--- config.mk ---
export PLATFORM = sky130hd
export DESIGN_NAME = ingress_wr_ctrl
export DESIGN_NICKNAME = d
export VERILOG_FILES = /design/src/design/port_cfg_pkg.sv /design/src/design/frame_pkg.sv /design/src/design/ingress_wr_ctrl.sv
export SDC_FILE = /design/constraint.sdc
export NUM_CORES = 1
export LEC_CHECK = 0
export BUFFER_PORTS_ARGS = -buffer_cell sky130_fd_sc_hd__buf_2
export CAP_MARGIN = 0
export CELL_PAD_IN_SITES_DETAIL_PLACEMENT = 0
export CELL_PAD_IN_SITES_GLOBAL_PLACEMENT = 1
export CORE_MARGIN = 5
export CORE_UTILIZATION = 35
export DETAILED_ROUTE_END_ITERATION = 16
export GPL_TIMING_DRIVEN = 0
export PLACE_DENSITY_LB_ADDON = 0.1
export SYNTH_ARGS = -nofsm -noshare
export SYNTH_HDL_FRONTEND = slang
export SYNTH_SLANG_ARGS = --single-unit
--- constraint.sdc ---
create_clock -name external_clk -period 6.1 [get_ports external_clk]
set_clock_uncertainty 0.1 [all_clocks]
set_input_delay 0.915 -clock external_clk [delete_from_list [all_inputs] [get_ports external_clk]]
set_output_delay 0.915 -clock external_clk [all_outputs]
set_load 0.02 [all_outputs]
--- src/design/port_cfg_pkg.sv ---
`default_nettype none

// ##########################################################################
// switch port constants
// ##########################################################################

package port_cfg_pkg;

    // bus word width in bits
    localparam int WORD_WIDTH = 32;

    localparam int PORT_TOTAL = 16;   // ports on the switch fabric

    // longest payload a header can announce, in words
    localparam int LENGTH_MAX = 511;

    localparam int PRIO_LEVELS = 8;

endpackage

`default_nettype wire

--- src/design/frame_pkg.sv ---
`default_nettype none

package frame_pkg;

    import port_cfg_pkg::*;

    typedef logic [WORD_WIDTH-1:0]           word_t;
    typedef logic [$clog2(PORT_TOTAL)-1:0]   port_sel_t;
    typedef logic [$clog2(PRIO_LEVELS)-1:0]  prio_t;
    typedef logic [$clog2(LENGTH_MAX+1)-1:0] frame_len_t;
    typedef logic [15:0]                     crc_t;

    // everything the read side needs to know about one stored frame
    typedef struct packed {
        logic       error;
        port_sel_t  dest;
        prio_t      prio;
        frame_len_t length;   // as announced by the header
        frame_len_t stored;   // words that actually went into the FIFO
        crc_t       crc;
    } frame_desc_t;

    typedef enum logic [1:0] {
        HEADER,
        PAYLOAD,
        FLUSH,
        HANDOFF
    } wr_state_t;

    typedef enum logic [2:0] {
        IDLE,
        CTRL,
        DATA,
        DRAIN,
        ACK
    } rd_state_t;

endpackage

`default_nettype wire

--- src/design/ingress_wr_ctrl.sv ---
`timescale 1ns/1ps
`default_nettype none

module ingress_wr_ctrl
    import frame_pkg::*;
(
    input  wire        external_clk,
    input  wire        rst_n,
    input  wire        wr_sop,
    input  wire        wr_eop,
    input  wire        wr_vld,
    input  wire word_t wr_data,
    output logic       wr_ready,
    input  wire        fifo_full,
    output logic       fifo_wr_en,
    output logic       crc_clear,
    input  wire crc_t  crc_value,
    output frame_desc_t desc,
    output logic       desc_valid,
    input  wire        desc_done
);

    wr_state_t  state;
    logic       ready_q;   // stays low until the first clock out of reset
    logic       accept;
    logic       room;      // header still expects more payload
    logic       err;
    port_sel_t  hdr_dest;
    prio_t      hdr_prio;
    frame_len_t hdr_len;
    frame_len_t stored;

    assign wr_ready   = ready_q && (state != HANDOFF) && !fifo_full;
    assign accept     = wr_vld && wr_ready;
    assign room       = (stored < hdr_len);
    assign fifo_wr_en = accept && (state == PAYLOAD) && !wr_sop && room;
    assign crc_clear  = accept && (state == HEADER) && wr_sop;
    assign desc_valid = (state == HANDOFF);

    always_ff @(posedge external_clk) begin
        if (crc_clear) begin
            hdr_dest <= wr_data[15:12];
            hdr_prio <= wr_data[11:9];
            hdr_len  <= wr_data[8:0];
        end
    end

    always_ff @(posedge external_clk) begin
        if (!rst_n) begin
            state   <= HEADER;
            ready_q <= 1'b0;
            err     <= 1'b0;
            stored  <= '0;
        end else begin
            ready_q <= 1'b1;
            case (state)
                HEADER: begin
                    if (crc_clear) begin   // words outside a frame are dropped
                        stored <= '0;
                        err    <= (wr_data[8:0] == '0) || wr_eop;
                        state  <= wr_eop ? HANDOFF : PAYLOAD;
                    end
                end
                PAYLOAD: begin
                    if (fifo_wr_en) begin
                        stored <= stored + 1'b1;
                        if (wr_eop) begin
                            err   <= err || (frame_len_t'(stored + 1'b1) != hdr_len);
                            state <= HANDOFF;
                        end
                    end else if (accept) begin
                        err   <= 1'b1;   // sop inside a frame, or one word too many
                        state <= wr_eop ? HANDOFF : FLUSH;
                    end
                end
                FLUSH: begin
                    if (accept && wr_eop) state <= HANDOFF;
                end
                HANDOFF: begin
                    if (desc_done) state <= HEADER;
                end
                default: state <= HEADER;
            endcase
        end
    end

    // crc_value is final here since nothing is written during HANDOFF
    always_comb begin
        desc.error  = err;
        desc.dest   = hdr_dest;
        desc.prio   = hdr_prio;
        desc.length = hdr_len;
        desc.stored = stored;
        desc.crc    = crc_value;
    end

endmodule

`default_nettype wire

==> flow_summary.yaml <==
routing:
  wl_met2_microns: 2330
  wl_met3_microns: 438
  vias: 1765
  top_layer_used: "met4"
  firstDrtPassIters: 4
  drc_errors: 0
  ant_nets: 0
  met1_length_microns: 2300
  drt_wl_total_microns: 5120
  wire_per_inst_microns: 14.6
  avgViaCountPerCell: 5.01
  drt_iter0_drc: 85
sta:
  maxSlewViolCount: 0
  rsz0062_at_grt: "no"
  setup_viol: 0
  hold_viol_final: 0
  max_freq_mhz: 294
  timing.final.ws_setup_ns: 2.70
  tightest_slew_ns: 0.720
  tns_ns: 0
  finalCritPeriodShare_pct: 55.8
  relSlewSlack_pct: 52.0
  final.min_clock_period_ns: 3.40
yosys:
  ys_warn_count: 0
  yosys.area_share.xor_xnor_pct: 3.61
  avgSynthCellArea_sq_um: 9.51
  netlist_top_cells_count: "22 x nand2_1, 17 x buf_4, 17 x inv_1"
  seq_area_frac_synth_pct: 38.2
  synth_most_common_cell: "nand2_1"
  synth_compound_area_share_pct: 18.6
  synthMuxAreaShare_pct: 2.19
  synthArstFlopShare_pct: 0
  ys_ff_latch: 29
  synth-edff-count: 16
  ys_types: 50
  synth_top_family_by_area: "compound AO/OA/AOI/OAI gates"
  syn-num-nets: 274
  synthCells: 204
  synth_area_leader_cell: "edfxtp_1"
  synth_top_area_share_pct: 24.8
  synth-simple-area-share_pct: 16.8
  synthTopCellsByArea: "edfxtp_1 25%, dfxtp_1 13%, ha_1 9.7%"
  syn_area_sq_um: 1940
  synth_flop_cell: "edfxtp_1"
  synth_fa_ha_area_share_pct: 9.68
finish:
  fin_nets: 349
  layout-drive-gt1-share_pct: 36.1
  syn_to_final_growth_pct: 27.9
  antennaDiodeCount: 0
  design_area_sq_um: 2480
setup_path:
  cp_cell_sequence: "buf_2, nor3b_1, and2_1, and3_1, buf_2"
  end_kind: "output port"
  rr_startpoint: "stored[4]"
  worst_path_dominant_cell_family: "simple AND/OR/NAND/NOR gates"
  startpoint_type: "input pin"
  crit_type: "in -> out"
  ff2ff_path_depth: 7
  path_buf_inv: 2
  crit_slowest_cell: "and3_1"
  reg2reg_to: "stored[4]"
  cpMostUsedCell: "buf_2"
  rrSetupSlack_ns: 3.52
  required_ns: 5.08
  crit_fanout: 17
  slowest_delay_ns: 0.65
  worst-endpoint-arrival_ns: 2.39
global_routing:
  grt_pass1_wl_microns: 8600
  grt_pass1_vias: 1764
  grt_usage_pct: 15.0
  grt_max_degree: 18
  antenna_found_initial: 0
  grt_overflow: 0
placed_design:
  place_ws_ns: 2.64
  finalWeightedCongestion: 0.749
  dpl_cell_area_sq_um: 2370
  hpwl_microns: 4090
  port_buffers: 68
status:
  status: "complete, no violations"
min_path:
  hold_class: "reg -> reg"
  holdPathEnd: "state[0]"
  holdPathStages: 2
  min-delay-start: "state[0]"
flow_run:
  maxCapViolCount: 0
die:
  die_w_microns: 84.4
  start_util_pct: 35.7
  chipHeight_microns: 84.4
  row_count: 27
  core_area_sq_um: 5440
  io_pins: 101
  die-area_sq_um: 7130
cts:
  postCtsHoldBufs: 0
  cts_setup_buffers: 0
  clock_sinks: 29
  clock_path_buffers: 2
  ctsResizeCount: 0
  cts_tree: "yes"
  clk_latency_ns: 0.28
  cts.clk_slew.worst_paths_ns: 0.06
  cts-root-buf: "clkbuf_8"
  htreeDepth: 2
  cts_buffers: 5
pwr:
  peakVddDrop_uv: 138
  p_leak_nw: 1.09
  p_per_area_nw_per_um2: 224
[layer usage]
layer  up-vias  GRT usage [%]
met2        65           23.0
met1       803           20.2
li1        891              -
met5         -              0
met3         6           5.40
met4         0           3.74
[worst max-delay path by stage]
stage | start | endpoint | cells past startpoint
2_1_floorplan | fifo_full | crc_clear | 3
3_3_place_gp | fifo_full | crc_clear | 5
3_5_place_dp | fifo_full | crc_clear | 5
4_1_cts | fifo_full | crc_clear | 5
5_1_grt | fifo_full | crc_clear | 5
6_report | fifo_full | crc_clear | 5
[layout by cell type, fill, tap and decap left out, types with 7 or more instances in the layout]
master / instances
buf_2: 69
nand2_1: 22
inv_1: 17
buf_4: 17
edfxtp_1: 16
ha_1: 15
dfxtp_1: 13
a21oi_1: 9
nor2_1: 7
o21ai_0: 7
[worst register-to-register path, stage by stage, from the launching register on]
cell and delay [ns]:
dfxtp_1 0.48, ha_1 0.30, a211oi_1 0.23, nand2_1 0.09, o21ai_2 0.44, nand2_4 0.18
or4_1 0.55, a21oi_1 0.15
[stage by stage]
stage	power [mW]	hold slack (ns)	utilization, %	cells
2_1_floorplan	0.323	0.371	-	204
3_3_place_gp	0.362	0.406	43.6	344
3_5_place_dp	0.363	0.414	43.6	344
4_1_cts	0.563	0.423	45.6	352
5_1_grt	0.587	0.444	45.6	352
6_report	0.555	0.417	45.6	352
[state kept, by name, summed over array words and instances, names as in the netlist]
| name | cells |
|---|---|
| err | 1 |
| hdr_dest | 4 |
| hdr_len | 9 |
| hdr_prio | 3 |
| ready_q | 1 |
| state | 2 |
| stored | 9 |
[power breakdown]
| group | switching, mW | internal (mW) |
|---|---|---|
| logic | 0.0773 | 0.0559 |
| clock network | 0.0761 | 0.120 |
| registers | 0.00901 | 0.216 |
| total | 0.162 | 0.392 |
[kinds of logic after synthesis]
family	Yosys count
AND/OR/NAND/NOR	60
AO/OA/AOI/OAI	49
buffers and inverters	39
flip-flops	29
adder cells (fa/ha/maj)	15
XOR/XNOR	8
multiplexers	4
[layout make-up]
cell class                 count  area (sq um)
inverter                      18          67.6
sequential                    29           741
buffer                        21           144
timing repair buffer          68           340
tap                           72          90.1
clock inverter                 3          41.3
multi-input combinational    136           987
fill                         546          2960
clock buffer                   5          68.8
Power figures use the tool's default switching activity.
