$ cat src/design/port_cfg_pkg.sv
`default_nettype none

// ##########################################################################
// switch port constants
// ##########################################################################

package port_cfg_pkg;

    // bus word width in bits
    localparam int WORD_WIDTH = 32;

    localparam int PORT_TOTAL = 16;   // ports on the switch fabric

    // longest payload a header can announce, in words
    localparam int LENGTH_MAX = 511;

    localparam int PRIO_LEVELS = 8;

endpackage

`default_nettype wire

$ cat src/design/frame_pkg.sv
`default_nettype none

package frame_pkg;

    import port_cfg_pkg::*;

    typedef logic [WORD_WIDTH-1:0]           word_t;
    typedef logic [$clog2(PORT_TOTAL)-1:0]   port_sel_t;
    typedef logic [$clog2(PRIO_LEVELS)-1:0]  prio_t;
    typedef logic [$clog2(LENGTH_MAX+1)-1:0] frame_len_t;
    typedef logic [15:0]                     crc_t;

    // everything the read side needs to know about one stored frame
    typedef struct packed {
        logic       error;
        port_sel_t  dest;
        prio_t      prio;
        frame_len_t length;   // as announced by the header
        frame_len_t stored;   // words that actually went into the FIFO
        crc_t       crc;
    } frame_desc_t;

    typedef enum logic [1:0] {
        HEADER,
        PAYLOAD,
        FLUSH,
        HANDOFF
    } wr_state_t;

    typedef enum logic [2:0] {
        IDLE,
        CTRL,
        DATA,
        DRAIN,
        ACK
    } rd_state_t;

endpackage

`default_nettype wire

$ cat src/design/ingress_rd_ctrl.sv
`timescale 1ns/1ps
`default_nettype none

module ingress_rd_ctrl
    import frame_pkg::*;
#(
    parameter int PORT_ID = 0
)
(
    input  wire              internal_clk,
    input  wire              rst_n,
    input  wire frame_desc_t rd_desc,
    input  wire              rd_desc_valid,
    output logic             rd_desc_ack,
    input  wire word_t       fifo_rd_data,
    input  wire              fifo_empty,
    output logic             fifo_rd_en,
    input  wire              out_ready,
    output logic             out_vld,
    output logic             out_sop,
    output word_t            out_data,
    output port_sel_t        out_dest
);

    rd_state_t   state;
    frame_desc_t cur;
    frame_len_t  count;      // words popped for the current frame
    logic        out_free;   // output register can take a new word this cycle
    logic        pop;
    logic        take;

    assign out_free    = !out_vld || out_ready;
    assign take        = (state == IDLE) && rd_desc_valid;
    assign rd_desc_ack = (state == ACK);
    assign fifo_rd_en  = pop;

    always_comb begin
        pop = 1'b0;
        if (!fifo_empty) begin
            if (state == DATA) pop = out_free && (count != cur.length);
            if (state == DRAIN) pop = (count != cur.stored);
        end
    end

    always_ff @(posedge internal_clk) begin
        if (take) cur <= rd_desc;
        if (take && !rd_desc.error) begin
            out_data <= {port_sel_t'(PORT_ID), rd_desc.prio, rd_desc.length, rd_desc.crc};
            out_dest <= rd_desc.dest;
        end else if (pop && state == DATA) begin
            out_data <= fifo_rd_data;
        end
    end

    always_ff @(posedge internal_clk) begin
        if (!rst_n) begin
            state   <= IDLE;
            out_vld <= 1'b0;
            out_sop <= 1'b0;
            count   <= '0;
        end else begin
            case (state)
                IDLE: begin
                    if (take) begin
                        count <= '0;
                        if (rd_desc.error) begin
                            state <= DRAIN;   // bad frames never reach the output
                        end else begin
                            out_vld <= 1'b1;
                            out_sop <= 1'b1;
                            state   <= CTRL;
                        end
                    end
                end
                CTRL: begin
                    if (out_ready) begin
                        out_vld <= 1'b0;
                        out_sop <= 1'b0;
                        state   <= DATA;
                    end
                end
                DATA: begin
                    if (out_free) begin
                        out_vld <= pop;
                        if (pop) count <= count + 1'b1;
                        else if (count == cur.length) state <= ACK;
                    end
                end
                DRAIN: begin
                    if (count == cur.stored) state <= ACK;
                    else if (pop) count <= count + 1'b1;
                end
                ACK: state <= IDLE;
                default: state <= IDLE;
            endcase
        end
    end

endmodule

`default_nettype wire

$ cat config.mk
export PLATFORM = sky130hd
export DESIGN_NAME = ingress_rd_ctrl
export DESIGN_NICKNAME = d
export VERILOG_FILES = /design/src/design/port_cfg_pkg.sv /design/src/design/frame_pkg.sv /design/src/design/ingress_rd_ctrl.sv
export SDC_FILE = /design/constraint.sdc
export NUM_CORES = 1
export LEC_CHECK = 0
export BUFFER_PORTS_ARGS = -buffer_cell sky130_fd_sc_hd__buf_2
export CAP_MARGIN = 20
export CORE_UTILIZATION = 52
export CTS_CLUSTER_DIAMETER = 80
export CTS_CLUSTER_SIZE = 14
export DETAILED_ROUTE_END_ITERATION = 7
export GPL_TIMING_DRIVEN = 0
export PLACE_DENSITY = 0.95
export SLEW_MARGIN = 15
export SYNTH_ARGS = -nofsm -noshare
export SYNTH_HDL_FRONTEND = slang
export SYNTH_SLANG_ARGS = --single-unit
$ cat constraint.sdc
create_clock -name internal_clk -period 4.45 [get_ports internal_clk]
set_input_delay 0.89 -clock internal_clk [delete_from_list [all_inputs] [get_ports internal_clk]]
set_output_delay 0.89 -clock internal_clk [all_outputs]
set_load 0.02 [all_outputs]
==> results.md <==
- The die area is 0.00627 mm2.
- The final design utilization is 0.704.
- The critical path goes through buf_2 > nand2b_1 > or3_1 > inv_1 > nand2b_1 > clkbuf_1 > nand2_2.
- The area growth from synthesis to final layout is 27.5%.
- The share of flip-flops with an asynchronous set or reset after synthesis is 0.
- Summing all flip-flop and latch instances after layout gives around 0.0019 mm2.
- The initial utilization of the core area, before any placement, comes to 0.552.
- The H-tree generated during clock tree synthesis spans 3 levels.
- The floorplan step defined a core boundary enclosing between 0.005 and 0.006 mm2.
- The proportion of netlist area held by the largest area contributor is 0.485.
- The number of nets in the synthesized netlist is 380.
- The floorplan step set the die height to 79.2 um.
- The clock reaches the later pin of the worst-skew pair after 0.34 ns.
- The first global-routing pass estimated 11,500 um of wire.
- Summed over all cells, the static leakage comes to about 1.7 nW.
- In the final design database the tool counted 509 nets.
- The worst setup path is captured at a flop.
- After clock tree synthesis, the clock-pin slew on the worst setup and hold paths is 0.07 ns.
- The maximum fanout count along the critical path is 28.
- IR analysis of the VDD net gives a maximum drop of 0.000290 V.
- After routing, the total negative slack on setup checks comes to 0 ns.
- The routed wire length is 7050 um.
- The arrival time of the worst setup path is slightly above 3 ns.
- The total power consumption of the routed design is 1.89 mW.
- The clock sink count is 68.
- The total global-route track usage is 0.243.
- The worst setup slack before clock tree synthesis is 0.580 ns.
- The count of placed standard cells including taps is about 500.
- Of the synthesized area, sequential elements account for 0.601.
- In this run the tool buffered the top-level ports with 118 buffer cells.
- Broken down by cell family, the worst path's largest delay share belongs to simple AND/OR/NAND/NOR gates.
- The library cell used as clock root buffer is sky130_fd_sc_hd__clkbuf_8.
- The die span in x is 79.2 um.
- The number of hold buffers added after CTS was 0.
- STA puts the critical path data required time at 4.42 ns.
- The number of CTS-inserted buffers is 9.
- The flow ran to the end, and the final reports show no timing, DRC or antenna violations.
- The largest area contributor in the netlist is sky130_fd_sc_hd__edfxtp_1.
- In this run, synthesis inferred 50 flip-flops with an integrated enable.
- Once routing completed, OpenROAD measured the worst setup slack at 1.33 ns.
- The number of inserted diodes is 0.
- For this run the aggregate overflow at the end of global routing stands at 0.
- The number of DRC violations after detailed routing is 0.
- For this run, the slowest stage of the critical path takes 0.56 ns.
- Once the clock tree was built, the resizer swapped 0 gates to a different size.
- The shortest clock period the worst path allows after layout is between 3 and 4 ns.
- The worst setup skew after layout is 0.0111 ns.
- After synthesis the cells add up to 0.00310 mm2.
- The number of buffers on the longest clock path is 2.
- After clock tree synthesis, the setup repair step added 0 buffers.
- The slowest stage cell on the critical path is sky130_fd_sc_hd__inv_1.
- The number of buffers and inverters on the critical path is 3.
- Of the cells placed in the final design, the portion with a size suffix greater than 1 is 0.343.
- The TritonCTS clock tree is built.
- The most prevalent standard cell on the critical path is sky130_fd_sc_hd__nand2b_1.
- The routed length per placed instance is roughly 14 um.
- The synthesized design contains 68 register bits.
- The nature of the critical path startpoint is a primary input.
- The type of the worst setup path is in -> reg.
- The non-filler instance count after layout is around 500.
- The number of max-slew violations in the final report is 0.
- The tightest min-delay check is of the reg -> reg type.
- Counting the fill cells in the layout gives 431.
- The number of antenna-violating nets in the routed design is 0.
- The portion of the clock cycle consumed by the worst path in the final layout is 0.701.
- The via count of the routed design is between 2,000 and 3,000.
- Routability-driven placement finished with a final weighted congestion of 0.883.
- Summing all multi-input logic gate instances after layout gives 0.00115 mm2.
- On the final layout, the worst hold slack is 0.476 ns.
- Averaged over all synthesized cells, the footprint is 10.3 um2.
- The post-route cell area is 0.00395 mm2.
- The number of cell rows is 27.
- The Yosys warning count is 0.
- The number of max-cap violations is 0.
- The first routing iteration left 172 violations.
- Pin placement for this block handled 119 I/O pins.
- The number of failing hold endpoints at the final stage came to 0.
- The maximum number of pins on one net before global-route repair is 29.
- Setup repair after global routing left no endpoint under its margin.
- The number of global-route vias before repair is 2,537.
- The worst pin sits at a relative slew slack of 0.501.
- The first-pass iteration count of the detailed router is 5.
- In the synthesized netlist the dominant register cell turns out to be sky130_fd_sc_hd__edfxtp_1.
- The maximum clock frequency is 321 MHz.
- Dividing the detail-routed via count by the number of cells gives 5.38.
- The initial antenna violation count was 0.
- In this run the cell area measured after placement is between 0.003 and 0.004 mm2.
- Once detailed placement completed, the half-perimeter wirelength came to between 5000 and 6000 um.
- At the pin with the least slew margin, the transition time is 0.747 ns.
- In this run the power density over the cells is roughly 480 mW/mm2.
- After synthesis, the netlist uses 39 different library cells.
- After technology mapping, the gate count stands at 300.
- Setup violations remaining at the end of the flow were counted as 0.
- By area the synthesized netlist is led by sky130_fd_sc_hd__edfxtp_1 (49%), sky130_fd_sc_hd__nand2_1 (12%), sky130_fd_sc_hd__dfxtp_1 (12%), sky130_fd_sc_hd__xnor2_1 (5.1%), sky130_fd_sc_hd__o21ai_0 (2.3%).
==> logic make-up (layout without fill, tap and decap cells) <==
group,Yosys count,count (layout),share of synthesized area
compound gates,42,42,0.0930
xor+xnor,18,18,0.0509
fa+ha+maj,1,1,0.00404
buf+inv,19,153,0.0287
flops,68,68,0.601
simple gates,152,152,0.222
==> worst reg2reg max path, delay by kind of cell, from the launching register on <==
| kind | cells | cell delay, ns |
|---|---|---|
| buf+inv | 3 | 1.05 |
| simple gates | 3 | 1.25 |
| flops | 1 | 0.30 |
==> final cells by class <==
cell class,instances,area share
clock inverter,7,0.0111
clock buffer,9,0.0314
tap,72,0.0228
multi-input combinational,213,0.291
inverter,5,0.00476
sequential,68,0.472
timing repair buffer,118,0.150
buffer,14,0.0178
==> registers in the layout (all words and copies together) (netlist names) <==
name	count
out_dest	4
out_sop	1
cur	18
count	9
out_data	32
out_vld	1
state	3
==> path summary, 6_finish.rpt <==
path	cells past startpoint	endpoint	slack, ns	from
setup / recovery	7	out_data[17]$_DFFE_PP_	1.33	rd_desc_valid
hold / removal	2	out_data[29]$_SDFFE_PP0P_	0.48	out_data[29]$_SDFFE_PP0P_
hold reg to reg	2	out_data[29]$_SDFFE_PP0P_	0.48	out_data[29]$_SDFFE_PP0P_
setup reg to reg	6	out_data[17]$_DFFE_PP_	1.47	state[2]$_SDFFE_PN0P_
==> cell usage after synthesis, types with 3 or more instances <==
| cell | count |
|---|---|
| sky130_fd_sc_hd__a21oi_1 | 7 |
| sky130_fd_sc_hd__nand2b_1 | 9 |
| sky130_fd_sc_hd__inv_1 | 5 |
| sky130_fd_sc_hd__dfxtp_1 | 18 |
| sky130_fd_sc_hd__xnor2_1 | 18 |
| sky130_fd_sc_hd__clkbuf_1 | 5 |
| sky130_fd_sc_hd__edfxtp_1 | 50 |
| sky130_fd_sc_hd__o21ai_0 | 14 |
| sky130_fd_sc_hd__o31ai_1 | 3 |
| sky130_fd_sc_hd__buf_2 | 8 |
| sky130_fd_sc_hd__a211o_1 | 3 |
| sky130_fd_sc_hd__nor2_1 | 10 |
| sky130_fd_sc_hd__nor4_1 | 3 |
| sky130_fd_sc_hd__nand3_1 | 8 |
| sky130_fd_sc_hd__o31a_1 | 3 |
| sky130_fd_sc_hd__o311ai_0 | 4 |
| sky130_fd_sc_hd__nand2_1 | 97 |
| sky130_fd_sc_hd__nor3_1 | 9 |
==> layout by cell type, fill, tap and decap left out, drive strengths merged, types with 2 or more instances in the layout <==
cell type and count:
buf 127, nand2 97, edfxtp 50, xnor2 18, dfxtp 18, o21ai 14
clkbuf 14, nor2 10, nor3 10, nand2b 9, nand3 9, a21oi 7
clkinv 6, inv 5, o311ai 4, o31a 3, o31ai 3, a211o 3
nor4 3, or3 3, nor2b 2, a211oi 2, nor4b 2, and3 2
nand4 2
==> metal layers <==
layer	routed length, um	up-vias	track usage	share of wire
li1	-	1312	-	-
met1	2840	1252	0.290	0.40
met2	3520	144	0.407	0.50
met3	589	13	0.0816	0.084
met4	91	0	0.0873	0.013
met5	0	-	0	0
==> report_power, final <==
part           leakage, nW  switching, mW  total [mW]  internal [mW]
clock               0.0864          0.241       0.440          0.199
combinational         1.04          0.373       0.561          0.188
sequential           0.617         0.0462       0.891          0.845
Power figures use the tool's default switching activity.
