File: config.mk
export PLATFORM = sky130hd
export DESIGN_NAME = crc16_word
export DESIGN_NICKNAME = d
export VERILOG_FILES = /design/src/design/port_cfg_pkg.sv /design/src/design/frame_pkg.sv /design/src/design/crc16_word.sv
export SDC_FILE = /design/constraint.sdc
export NUM_CORES = 1
export LEC_CHECK = 0
export ABC_AREA = 0
export BUFFER_PORTS_ARGS = -buffer_cell sky130_fd_sc_hd__clkbuf_2
export CELL_PAD_IN_SITES_DETAIL_PLACEMENT = 1
export CELL_PAD_IN_SITES_GLOBAL_PLACEMENT = 2
export CORE_ASPECT_RATIO = 1.4
export CORE_MARGIN = 5
export CORE_UTILIZATION = 35
export CTS_CLUSTER_DIAMETER = 80
export DETAILED_ROUTE_END_ITERATION = 16
export HOLD_SLACK_MARGIN = 0.1
export PLACE_DENSITY = 0.85
export SLEW_MARGIN = 20
export SYNTH_ARGS = -nofsm -noshare
export SYNTH_HDL_FRONTEND = slang
export SYNTH_SLANG_ARGS = --single-unit
File: constraint.sdc
create_clock -name clk -period 6.1 [get_ports clk]
set_clock_uncertainty 0.1 [all_clocks]
set_input_delay 0 -clock clk [delete_from_list [all_inputs] [get_ports clk]]
set_output_delay 0 -clock clk [all_outputs]
set_load 0.02 [all_outputs]
File: src/design/port_cfg_pkg.sv
`default_nettype none

// ##########################################################################
// switch port constants
// ##########################################################################

package port_cfg_pkg;

    // bus word width in bits
    localparam int WORD_WIDTH = 32;

    localparam int PORT_TOTAL = 16;   // ports on the switch fabric

    // longest payload a header can announce, in words
    localparam int LENGTH_MAX = 511;

    localparam int PRIO_LEVELS = 8;

endpackage

`default_nettype wire

File: src/design/frame_pkg.sv
`default_nettype none

package frame_pkg;

    import port_cfg_pkg::*;

    typedef logic [WORD_WIDTH-1:0]           word_t;
    typedef logic [$clog2(PORT_TOTAL)-1:0]   port_sel_t;
    typedef logic [$clog2(PRIO_LEVELS)-1:0]  prio_t;
    typedef logic [$clog2(LENGTH_MAX+1)-1:0] frame_len_t;
    typedef logic [15:0]                     crc_t;

    // everything the read side needs to know about one stored frame
    typedef struct packed {
        logic       error;
        port_sel_t  dest;
        prio_t      prio;
        frame_len_t length;   // as announced by the header
        frame_len_t stored;   // words that actually went into the FIFO
        crc_t       crc;
    } frame_desc_t;

    typedef enum logic [1:0] {
        HEADER,
        PAYLOAD,
        FLUSH,
        HANDOFF
    } wr_state_t;

    typedef enum logic [2:0] {
        IDLE,
        CTRL,
        DATA,
        DRAIN,
        ACK
    } rd_state_t;

endpackage

`default_nettype wire

File: src/design/crc16_word.sv
`timescale 1ns/1ps
`default_nettype none

module crc16_word
    import port_cfg_pkg::*;
    import frame_pkg::*;
(
    input  wire        clk,
    input  wire        rst_n,
    input  wire        clear,
    input  wire        crc_en,
    input  wire word_t data_in,
    output crc_t       crc_out
);

    crc_t crc_q;

    // CCITT polynomial 0x1021 folded in one bit per step with the word's msb first
    function automatic crc_t crc_fold(input crc_t crc_in, input word_t data);
        crc_t c;
        c = crc_in;
        for (int i = WORD_WIDTH - 1; i >= 0; i--) begin
            if (c[15] ^ data[i]) begin
                c = {c[14:0], 1'b0} ^ 16'h1021;
            end else begin
                c = {c[14:0], 1'b0};
            end
        end
        return c;
    endfunction

    always_ff @(posedge clk) begin
        if (!rst_n || clear) begin
            crc_q <= 16'hFFFF;   // clear wins over a data word
        end else if (crc_en) begin
            crc_q <= crc_fold(crc_q, data_in);
        end
    end

    assign crc_out = crc_q;

endmodule

`default_nettype wire

==> run metrics, run 1 <==
Worst-Skew Late Latency between 0.2 and 0.3 ns; cell taking the most area after synthesis xnor2_1; max FFs per register 16; initial antenna violation count 0; drt via density roughly 4.7; synth cell count leaders 45 x xnor2_1, 18 x nor2_1, 17 x xnor3_1; TritonCTS clock tree built; number of max-cap violations 0; fin crit share 0.481; Routed Antenna Nets 0; Rows 30; DR iter-0 viols 12; routed vias ~1,300; Post-synth ARST share 0; CP Launch Type flip-flop; Post-synth top flop dfxtp_1; top cells by area, synth xnor2_1 23%, xnor3_1 22%, dfxtp_1 19%, xnor3_2 5.5%, xor2_1 4.6%; Critical Path RT around 6.2 ns; gr ovfl total 0; top-count cell post-synth xnor2_1; detailed-route wire length 4600 um; vias in the first global route around 1,400; half-perimeter wire length after detailed placement between 3000 and 4000 um; CP endpoint kind flip-flop; Final Setup Violations 0; Reg-to-Reg End crc_out[15]$_SDFFE_PP1P_; Die Area between 0.006 and 0.007 mm2; post-synth net total between 150 and 200; Total GRT Usage 0.150; synthesized cell area 0.00173 mm2; RSZ-0062 raised after global routing false; reg2reg start crc_out[10]$_SDFFE_PP1P_; post-route minimum period 2.93 ns; Core Util, Final 0.442; final non-filler cell total 269; number of cells on the worst reg-to-reg path 7; ANT cells 0; Fin. Hold Viols 0; DIE WIDTH roughly 69 um; worst hold slack approximately 0.14 ns; clk buf depth 2; relative slew slack 0.349; P&R area growth vs syn 22.9%; Post-synth EDFFs 0; hold-critical path depth 4; DRC Markers 0; crit path kind flip-flop to flip-flop; first-pass GRT wire length ~7300 um; Netlist cell types 22; worst slew pin tran 0.974 ns; f_max 341 MHz; top cell type's share of synthesized area 0.228; largest net degree at the start of global routing 22; core area about 0.0048 mm2; status completed; Num CTS Buffers 3; H-tree lvl count 1; #FFs+latches synth 16; Setup TNS 0 ns; HP Start data_in[5]; worst hold endpoint crc_out[5]$_SDFFE_PP1P_; sequential fraction of the synthesis area 0.186; reg-to-reg slack, setup 3.17 ns; Chip Height about 93 um; initial cell density of the core 0.359; I/O Pins 52; total placed cells including tap cells between 200 and 300; Clk pin slew, worst setup/hold paths 0.07 ns; Synth Warn # 0; CP arrival 2.98 ns; nets 242; PortBufs 51; First-pass DRT Iterations 4; Final GP Congestion just over 0.8; critical path peak fanout 4; final slew viol count 0; clock sinks 16; Hold Crit Class input pin to flip-flop; layout cells sized above 1 0.317; Syn Area/Cell around 11 um2; WL per Instance roughly 17 um; Root Driver clkbuf_8; cells after synthesis between 150 and 200
-- placed cells by master (no fill, tap or decap) --
master / count
xnor3_4: 2
xor3_1: 3
dlygate4sd3_1: 2
clkbuf_8: 4
xor2_1: 9
xor2_2: 2
xnor2_1: 45
o311a_1: 1
xnor3_2: 4
nor2b_1: 2
clkbuf_2: 51
nand2b_1: 1
nor2_1: 18
nand4b_1: 2
a211o_1: 1
o21ai_0: 11
o21ai_1: 3
inv_1: 1
nand2_1: 6
xnor3_1: 17
xor3_4: 2
a21oi_1: 2
dfxtp_1: 16
-- worst max-delay path, stage by stage (launching register included) --
cell	delay [ns]
dfxtp_1	0.35
xnor2_1	0.39
xnor3_2	0.46
xnor3_2	0.44
xnor3_2	0.48
xor2_2	0.17
xnor2_1	0.13
a211o_1	0.31
-- cell families after synthesis --
logic type / share of synthesized area
AND/OR/NAND/NOR: 0.0732
XOR/XNOR: 0.673
buffers and inverters: 0.0109
AO/OA/AOI/OAI: 0.0572
flip-flops: 0.186
-- routing by layer --
| metal | wire (um) | track usage | share of wire |
|---|---|---|---|
| met3 | 214 | 0.0290 | 0.046 |
| met5 | 0 | 0 | 0 |
| met1 | 1690 | 0.156 | 0.37 |
| met2 | 2640 | 0.295 | 0.57 |
| met4 | 65 | 0.0489 | 0.014 |
-- how the worst max path moves through the flow --
| stage | slack, ns | to | cells after the start | startpoint |
|---|---|---|---|---|
| finish | 3.17 | crc_out[15]$_SDFFE_PP1P_ | 7 | crc_out[10]$_SDFFE_PP1P_ |
| global route | 3.02 | crc_out[15]$_SDFFE_PP1P_ | 7 | crc_out[13]$_SDFFE_PP1P_ |
| detailed placement | 3.13 | crc_out[15]$_SDFFE_PP1P_ | 7 | crc_out[13]$_SDFFE_PP1P_ |
| global placement | 3.17 | crc_out[15]$_SDFFE_PP1P_ | 7 | crc_out[13]$_SDFFE_PP1P_ |
| floorplan | 3.25 | crc_out[15]$_SDFFE_PP1P_ | 7 | crc_out[14]$_SDFFE_PP1P_ |
| CTS | 3.11 | crc_out[15]$_SDFFE_PP1P_ | 7 | crc_out[13]$_SDFFE_PP1P_ |
-- area by class of cell --
type	instances	area (um2)
inverter	1	3.75
tap	64	80.1
multi-input combinational	131	1390
fill	583	2680
sequential	16	320
timing repair buffer	53	275
clock buffer	4	55.1
-- through the flow --
| step | cell area [um2] | worst slack, ns |
|---|---|---|
| after floorplan | 1730 | 3.25 |
| after global placement | 2050 | 3.17 |
| after detailed placement | 2050 | 3.13 |
| after CTS | 2120 | 3.11 |
| after global routing | 2120 | 3.02 |
| final | 2120 | 3.17 |
-- timing repair --
action                    in CTS  in global routing
hold endpoints to repair      12                  0
hold buffers                   2                  0
buffers inserted               0                  0
resized for setup              0                  0
Power of run 1 is not shown: default switching activity piles up to over one toggle a cycle in this logic, so the estimate is an artifact.
==> run 2, diff against run 1 <==
--- a/config.mk
+++ b/config.mk
@@ -11,11 +11,11 @@
 export CELL_PAD_IN_SITES_GLOBAL_PLACEMENT = 2
 export CORE_ASPECT_RATIO = 1.4
 export CORE_MARGIN = 5
-export CORE_UTILIZATION = 35
+export CORE_UTILIZATION = 33
 export CTS_CLUSTER_DIAMETER = 80
 export DETAILED_ROUTE_END_ITERATION = 16
 export HOLD_SLACK_MARGIN = 0.1
-export PLACE_DENSITY = 0.85
+export PLACE_DENSITY = 0.81
 export SLEW_MARGIN = 20
 export SYNTH_ARGS = -nofsm -noshare
 export SYNTH_HDL_FRONTEND = slang
==> constraint.sdc (replaced) <==
create_clock -name clk -period 2.8 [get_ports clk]
set_clock_uncertainty 0.1 [all_clocks]
set_input_delay 0 -clock clk [delete_from_list [all_inputs] [get_ports clk]]
set_output_delay 0 -clock clk [all_outputs]
set_load 0.02 [all_outputs]
==> run 2 against run 1 <==
Worst hold slack improved by 0.014 ns; register-to-register slack got worse by 3.1 ns; sequential share of layout area fell by 0.79 points; design area rose by 6.0%; fmax rose by 8.8%; first-iteration DRC count rose by 92%; worst setup slack got worse by 3.1 ns; utilization fell by 0.25 points; critical path depth rose by 1; non-clock buffer count rose by 14; critical endpoint is now crc_out[7]$_SDFFE_PP1P_.
==> run metrics, run 2 (synthesis results as in run 1) <==
status completed; First-pass DRT Iterations 3; Fin. Hold Viols 0; met1 Usage GRT 0.156; f_max between 300 and 400 MHz; max FFs per register 16; clk buf depth 2; Critical Path RT slightly below 3 ns; layout cells sized above 1 0.384; Rows 31; Final Setup Violations 0; detailed-route wire length approximately 4500 um; drt via density around 4.5; Final GP Congestion just under 0.8; largest net degree at the start of global routing 22; number of max-cap violations 0; P&R area growth vs syn 30.2%; vias in the first global route between 1,000 and 1,500; clock sinks 16; DR iter-0 viols 23; worst slew pin tran about 0.55 ns; PortBufs 51; crit path kind flip-flop to flip-flop; Worst-Skew Late Latency roughly 0.26 ns; routed vias 1,293; CP Launch Type flip-flop; Critical-path top delay cell xnor3_1; cell mode on critical path xnor2_1; RSZ-0062 raised after global routing false; DRC Markers 0; Total GRT Usage 0.138; GR Util met3 0.0148; Worst Setup SP crc_out[12]$_SDFFE_PP1P_; gr busiest metal met2; final slew viol count 0; HP Start data_in[5]; initial antenna violation count 0; commonest non-fill, non-tap cells in the layout 51 x clkbuf_2, 44 x xnor2_1, 18 x nor2_1; TritonCTS clock tree built; Root Driver clkbuf_8; fin crit share 0.962; initial cell density of the core 0.337; Clk pin slew, worst setup/hold paths ~0.07 ns; nets 256; GR Layer Usage met2 0.269; reg2reg start crc_out[12]$_SDFFE_PP1P_; critical path peak fanout 3; CP endpoint kind flip-flop; Die Area between 0.006 and 0.007 mm2; Routed Antenna Nets 0; DIE WIDTH just over 70 um; Num CTS Buffers 3; half-perimeter wire length after detailed placement around 3800 um; I/O Pins 52; CP arrival around 2.8 ns; Hold Crit Class input pin to flip-flop; WL per Instance ~16 um; worst path bufs/invs 1; Setup TNS 0 ns; crit-path cells xnor2_1, buf_4, xnor2_1, xnor3_1, xnor3_1, xnor2_1, nor2_1, o21ai_0; core area roughly 0.005 mm2; Max stage delay on crit path ~0.54 ns; H-tree lvl count 1; Top delay family on crit path XOR/XNOR gates; post-route minimum period about 2.7 ns; first-pass GRT wire length ~7200 um; gr ovfl total 0; commonest non-fill, non-tap cell in the layout clkbuf_2; relative slew slack 0.632; Chip Height ~96 um; ANT cells 0
## run 2: final cells by class
type | count | area (um2)
clock buffers | 4 | 55.1
fillers | 612 | 2870
inverters | 1 | 3.75
multi-input cells | 131 | 1410
flip-flops and latches | 16 | 322
well taps | 66 | 82.6
repair buffers | 67 | 380
## run 2: metrics by stage
stage	hold slack [ns]	instance area, um2	util	worst slack (ns)	instances
after floorplan	0.0452	1730	-	0.0359	152
after global placement	0.298	2160	0.421	0.110	279
after detailed placement	0.311	2160	0.421	0.0705	279
after CTS	0.153	2230	0.436	0.0468	285
after global routing	0.179	2250	0.439	0.00369	285
final	0.155	2250	0.439	0.105	285
## run 2: repair_timing
action,4_1_cts,5_1_grt
hold buffers,2,0
endpoints found under the setup margin,0,5
buffers inserted,0,0
gates resized for setup,0,4
endpoints found under the hold margin,15,0
## run 2: tightest hold or removal path, stage by stage
cell and delay, ns:
clkbuf_2 0.10, xnor2_1 0.12, nand4b_1 0.11, o311a_1 0.15
## run 2: worst paths after layout
kind,end,slack [ns],cells after the start
hold reg to reg,crc_out[13]$_SDFFE_PP1P_,0.43,2
setup / recovery,crc_out[7]$_SDFFE_PP1P_,0.11,8
hold / removal,crc_out[5]$_SDFFE_PP1P_,0.16,4
setup reg to reg,crc_out[7]$_SDFFE_PP1P_,0.11,8
## run 2: metal layers
metal	up-vias	share of wire
met5	-	0
met4	0	0.023
met3	6	0.030
met2	31	0.55
met1	618	0.40
li1	638	-
Power of run 2 is left out for the same reason.
==> run 3, diff against run 2 <==
--- a/config.mk
+++ b/config.mk
@@ -7,11 +7,9 @@
 export LEC_CHECK = 0
 export ABC_AREA = 0
 export BUFFER_PORTS_ARGS = -buffer_cell sky130_fd_sc_hd__clkbuf_2
-export CELL_PAD_IN_SITES_DETAIL_PLACEMENT = 1
-export CELL_PAD_IN_SITES_GLOBAL_PLACEMENT = 2
 export CORE_ASPECT_RATIO = 1.4
 export CORE_MARGIN = 5
-export CORE_UTILIZATION = 33
+export CORE_UTILIZATION = 52
 export CTS_CLUSTER_DIAMETER = 80
 export DETAILED_ROUTE_END_ITERATION = 16
 export HOLD_SLACK_MARGIN = 0.1
==> run 3 against run 2 <==
Utilization grew 25 points; wire length decreased by 11%; non-clock buffer count is 8 lower; cell count shrank 12%; die area down 33%; design area down 2.8%; worst hold slack got worse by 0.0063 ns; critical path depth down 1; highest routed layer unchanged.
==> run metrics, run 3 (synthesis results as in run 1) <==
Max stage delay on crit path roughly 0.51 ns; hold-critical path depth 4; vias in the first global route approximately 1,400; core area between 0.003 and 0.004 mm2; relative slew slack 0.387; initial cell density of the core 0.548; commonest non-fill, non-tap cells in the layout 51 x clkbuf_2, 43 x xnor2_1, 18 x nor2_1; Hold Crit Class input pin to flip-flop; Final Setup Violations 0; post-route minimum period between 2 and 3 ns; worst hold endpoint crc_out[10]$_SDFFE_PP1P_; Final GP Congestion around 0.85; initial antenna violation count 0; gr ovfl total 0; Setup TNS 0 ns; Die Area 0.00459 mm2; P&R area growth vs syn 26.5%; detailed-route wire length roughly 4000 um; reg2reg start crc_out[12]$_SDFFE_PP1P_; final slew viol count 0; nets approximately 250; Chip Height between 70 and 80 um; clk buf depth 2; HP Start data_in[5]; DR iter-0 viols 34; reg-to-reg slack, setup 0.09 ns; largest net degree at the start of global routing 22; CP arrival about 2.7 ns; clock sinks 16; ANT cells 0; PortBufs 51; status completed; drt via density about 5.2; Clk pin slew, worst setup/hold paths approximately 0.070 ns; fin crit share 0.970; Critical Path RT between 2 and 3 ns; Fin. Hold Viols 0; First-pass DRT Iterations 4; CP Launch Type flip-flop; layout cells sized above 1 0.374; Reg-to-Reg End crc_out[13]$_SDFFE_PP1P_; CP endpoint kind flip-flop; TritonCTS clock tree built; Total GRT Usage 0.181; crit-path cells xor2_2, xnor3_2, xor3_2, xnor3_1, xnor3_1, nor2_1, o21ai_1; number of max-cap violations 0; commonest non-fill, non-tap cell in the layout clkbuf_2; Routed Antenna Nets 0; worst slew pin tran roughly 0.92 ns; Worst-Skew Late Latency between 0.2 and 0.3 ns; Critical-path top delay cell xnor3_2; crit path kind flip-flop to flip-flop; H-tree lvl count 1; DIE WIDTH just under 60 um; number of cells on the worst reg-to-reg path 7; Num CTS Buffers 3; Rows 24; f_max between 300 and 400 MHz; WL per Instance 16.1 um; routed vias approximately 1,300; RSZ-0062 raised after global routing false; cell mode on critical path xnor3_1; max FFs per register 16; Final Instance Area ~0.0022 mm2; Root Driver clkbuf_8; DRC Markers 0; first-pass GRT wire length between 6000 and 7000 um; placed cell area 0.00206 mm2; half-perimeter wire length after detailed placement 3160 um; critical path peak fanout 4; I/O Pins 52
-- run 3: repair_timing --
action,in CTS,in global routing
endpoints found under the hold margin,15,0
endpoints found under the setup margin,1,7
buffers inserted,0,0
gates resized for setup,1,8
hold buffers,2,0
-- run 3: worst max path at each step --
stage,start,slack [ns],to,depth (start not counted)
floorplan,crc_out[10]$_SDFFE_PP1P_,0.04,crc_out[15]$_SDFFE_PP1P_,7
global placement,crc_out[14]$_SDFFE_PP1P_,0.12,crc_out[15]$_SDFFE_PP1P_,7
detailed placement,crc_out[14]$_SDFFE_PP1P_,0.05,crc_out[15]$_SDFFE_PP1P_,7
CTS,crc_out[14]$_SDFFE_PP1P_,0.03,crc_out[15]$_SDFFE_PP1P_,7
global route,crc_out[12]$_SDFFE_PP1P_,0.006,crc_out[6]$_SDFFE_PP1P_,7
finish,crc_out[12]$_SDFFE_PP1P_,0.09,crc_out[13]$_SDFFE_PP1P_,7
-- run 3: through the flow --
step / utilization / setup WS (ns) / instances / hold WS [ns]
CTS: 0.678 / 0.0265 / 250 / 0.154
global route: 0.693 / 0.00596 / 250 / 0.204
floorplan: - / 0.0359 / 152 / 0.0452
finish: 0.693 / 0.0851 / 250 / 0.149
global placement: 0.654 / 0.116 / 244 / 0.290
detailed placement: 0.654 / 0.0513 / 244 / 0.298
-- run 3: critical path, delay by kind of cell (launching register included) --
kind | cells | cell delay [ns]
simple gates | 1 | 0.10
xor+xnor | 5 | 1.86
flops | 1 | 0.43
compound gates | 1 | 0.07
-- run 3: routing by layer --
layer | vias to the layer above | GRT usage | part of all wire
met5 | - | 0 | 0
met4 | 0 | 0.0771 | 0.030
met3 | 13 | 0.0328 | 0.072
met2 | 55 | 0.315 | 0.53
met1 | 603 | 0.213 | 0.37
li1 | 624 | - | -
-- run 3: layout make-up --
type                       instances  area [um2]
clock buffer                       4        55.1
fill                             245         968
inverter                           1        3.75
sequential                        16         324
timing repair buffer              59         320
tap                               39        48.8
multi-input combinational        131        1430
Power of run 3 is left out for the same reason.
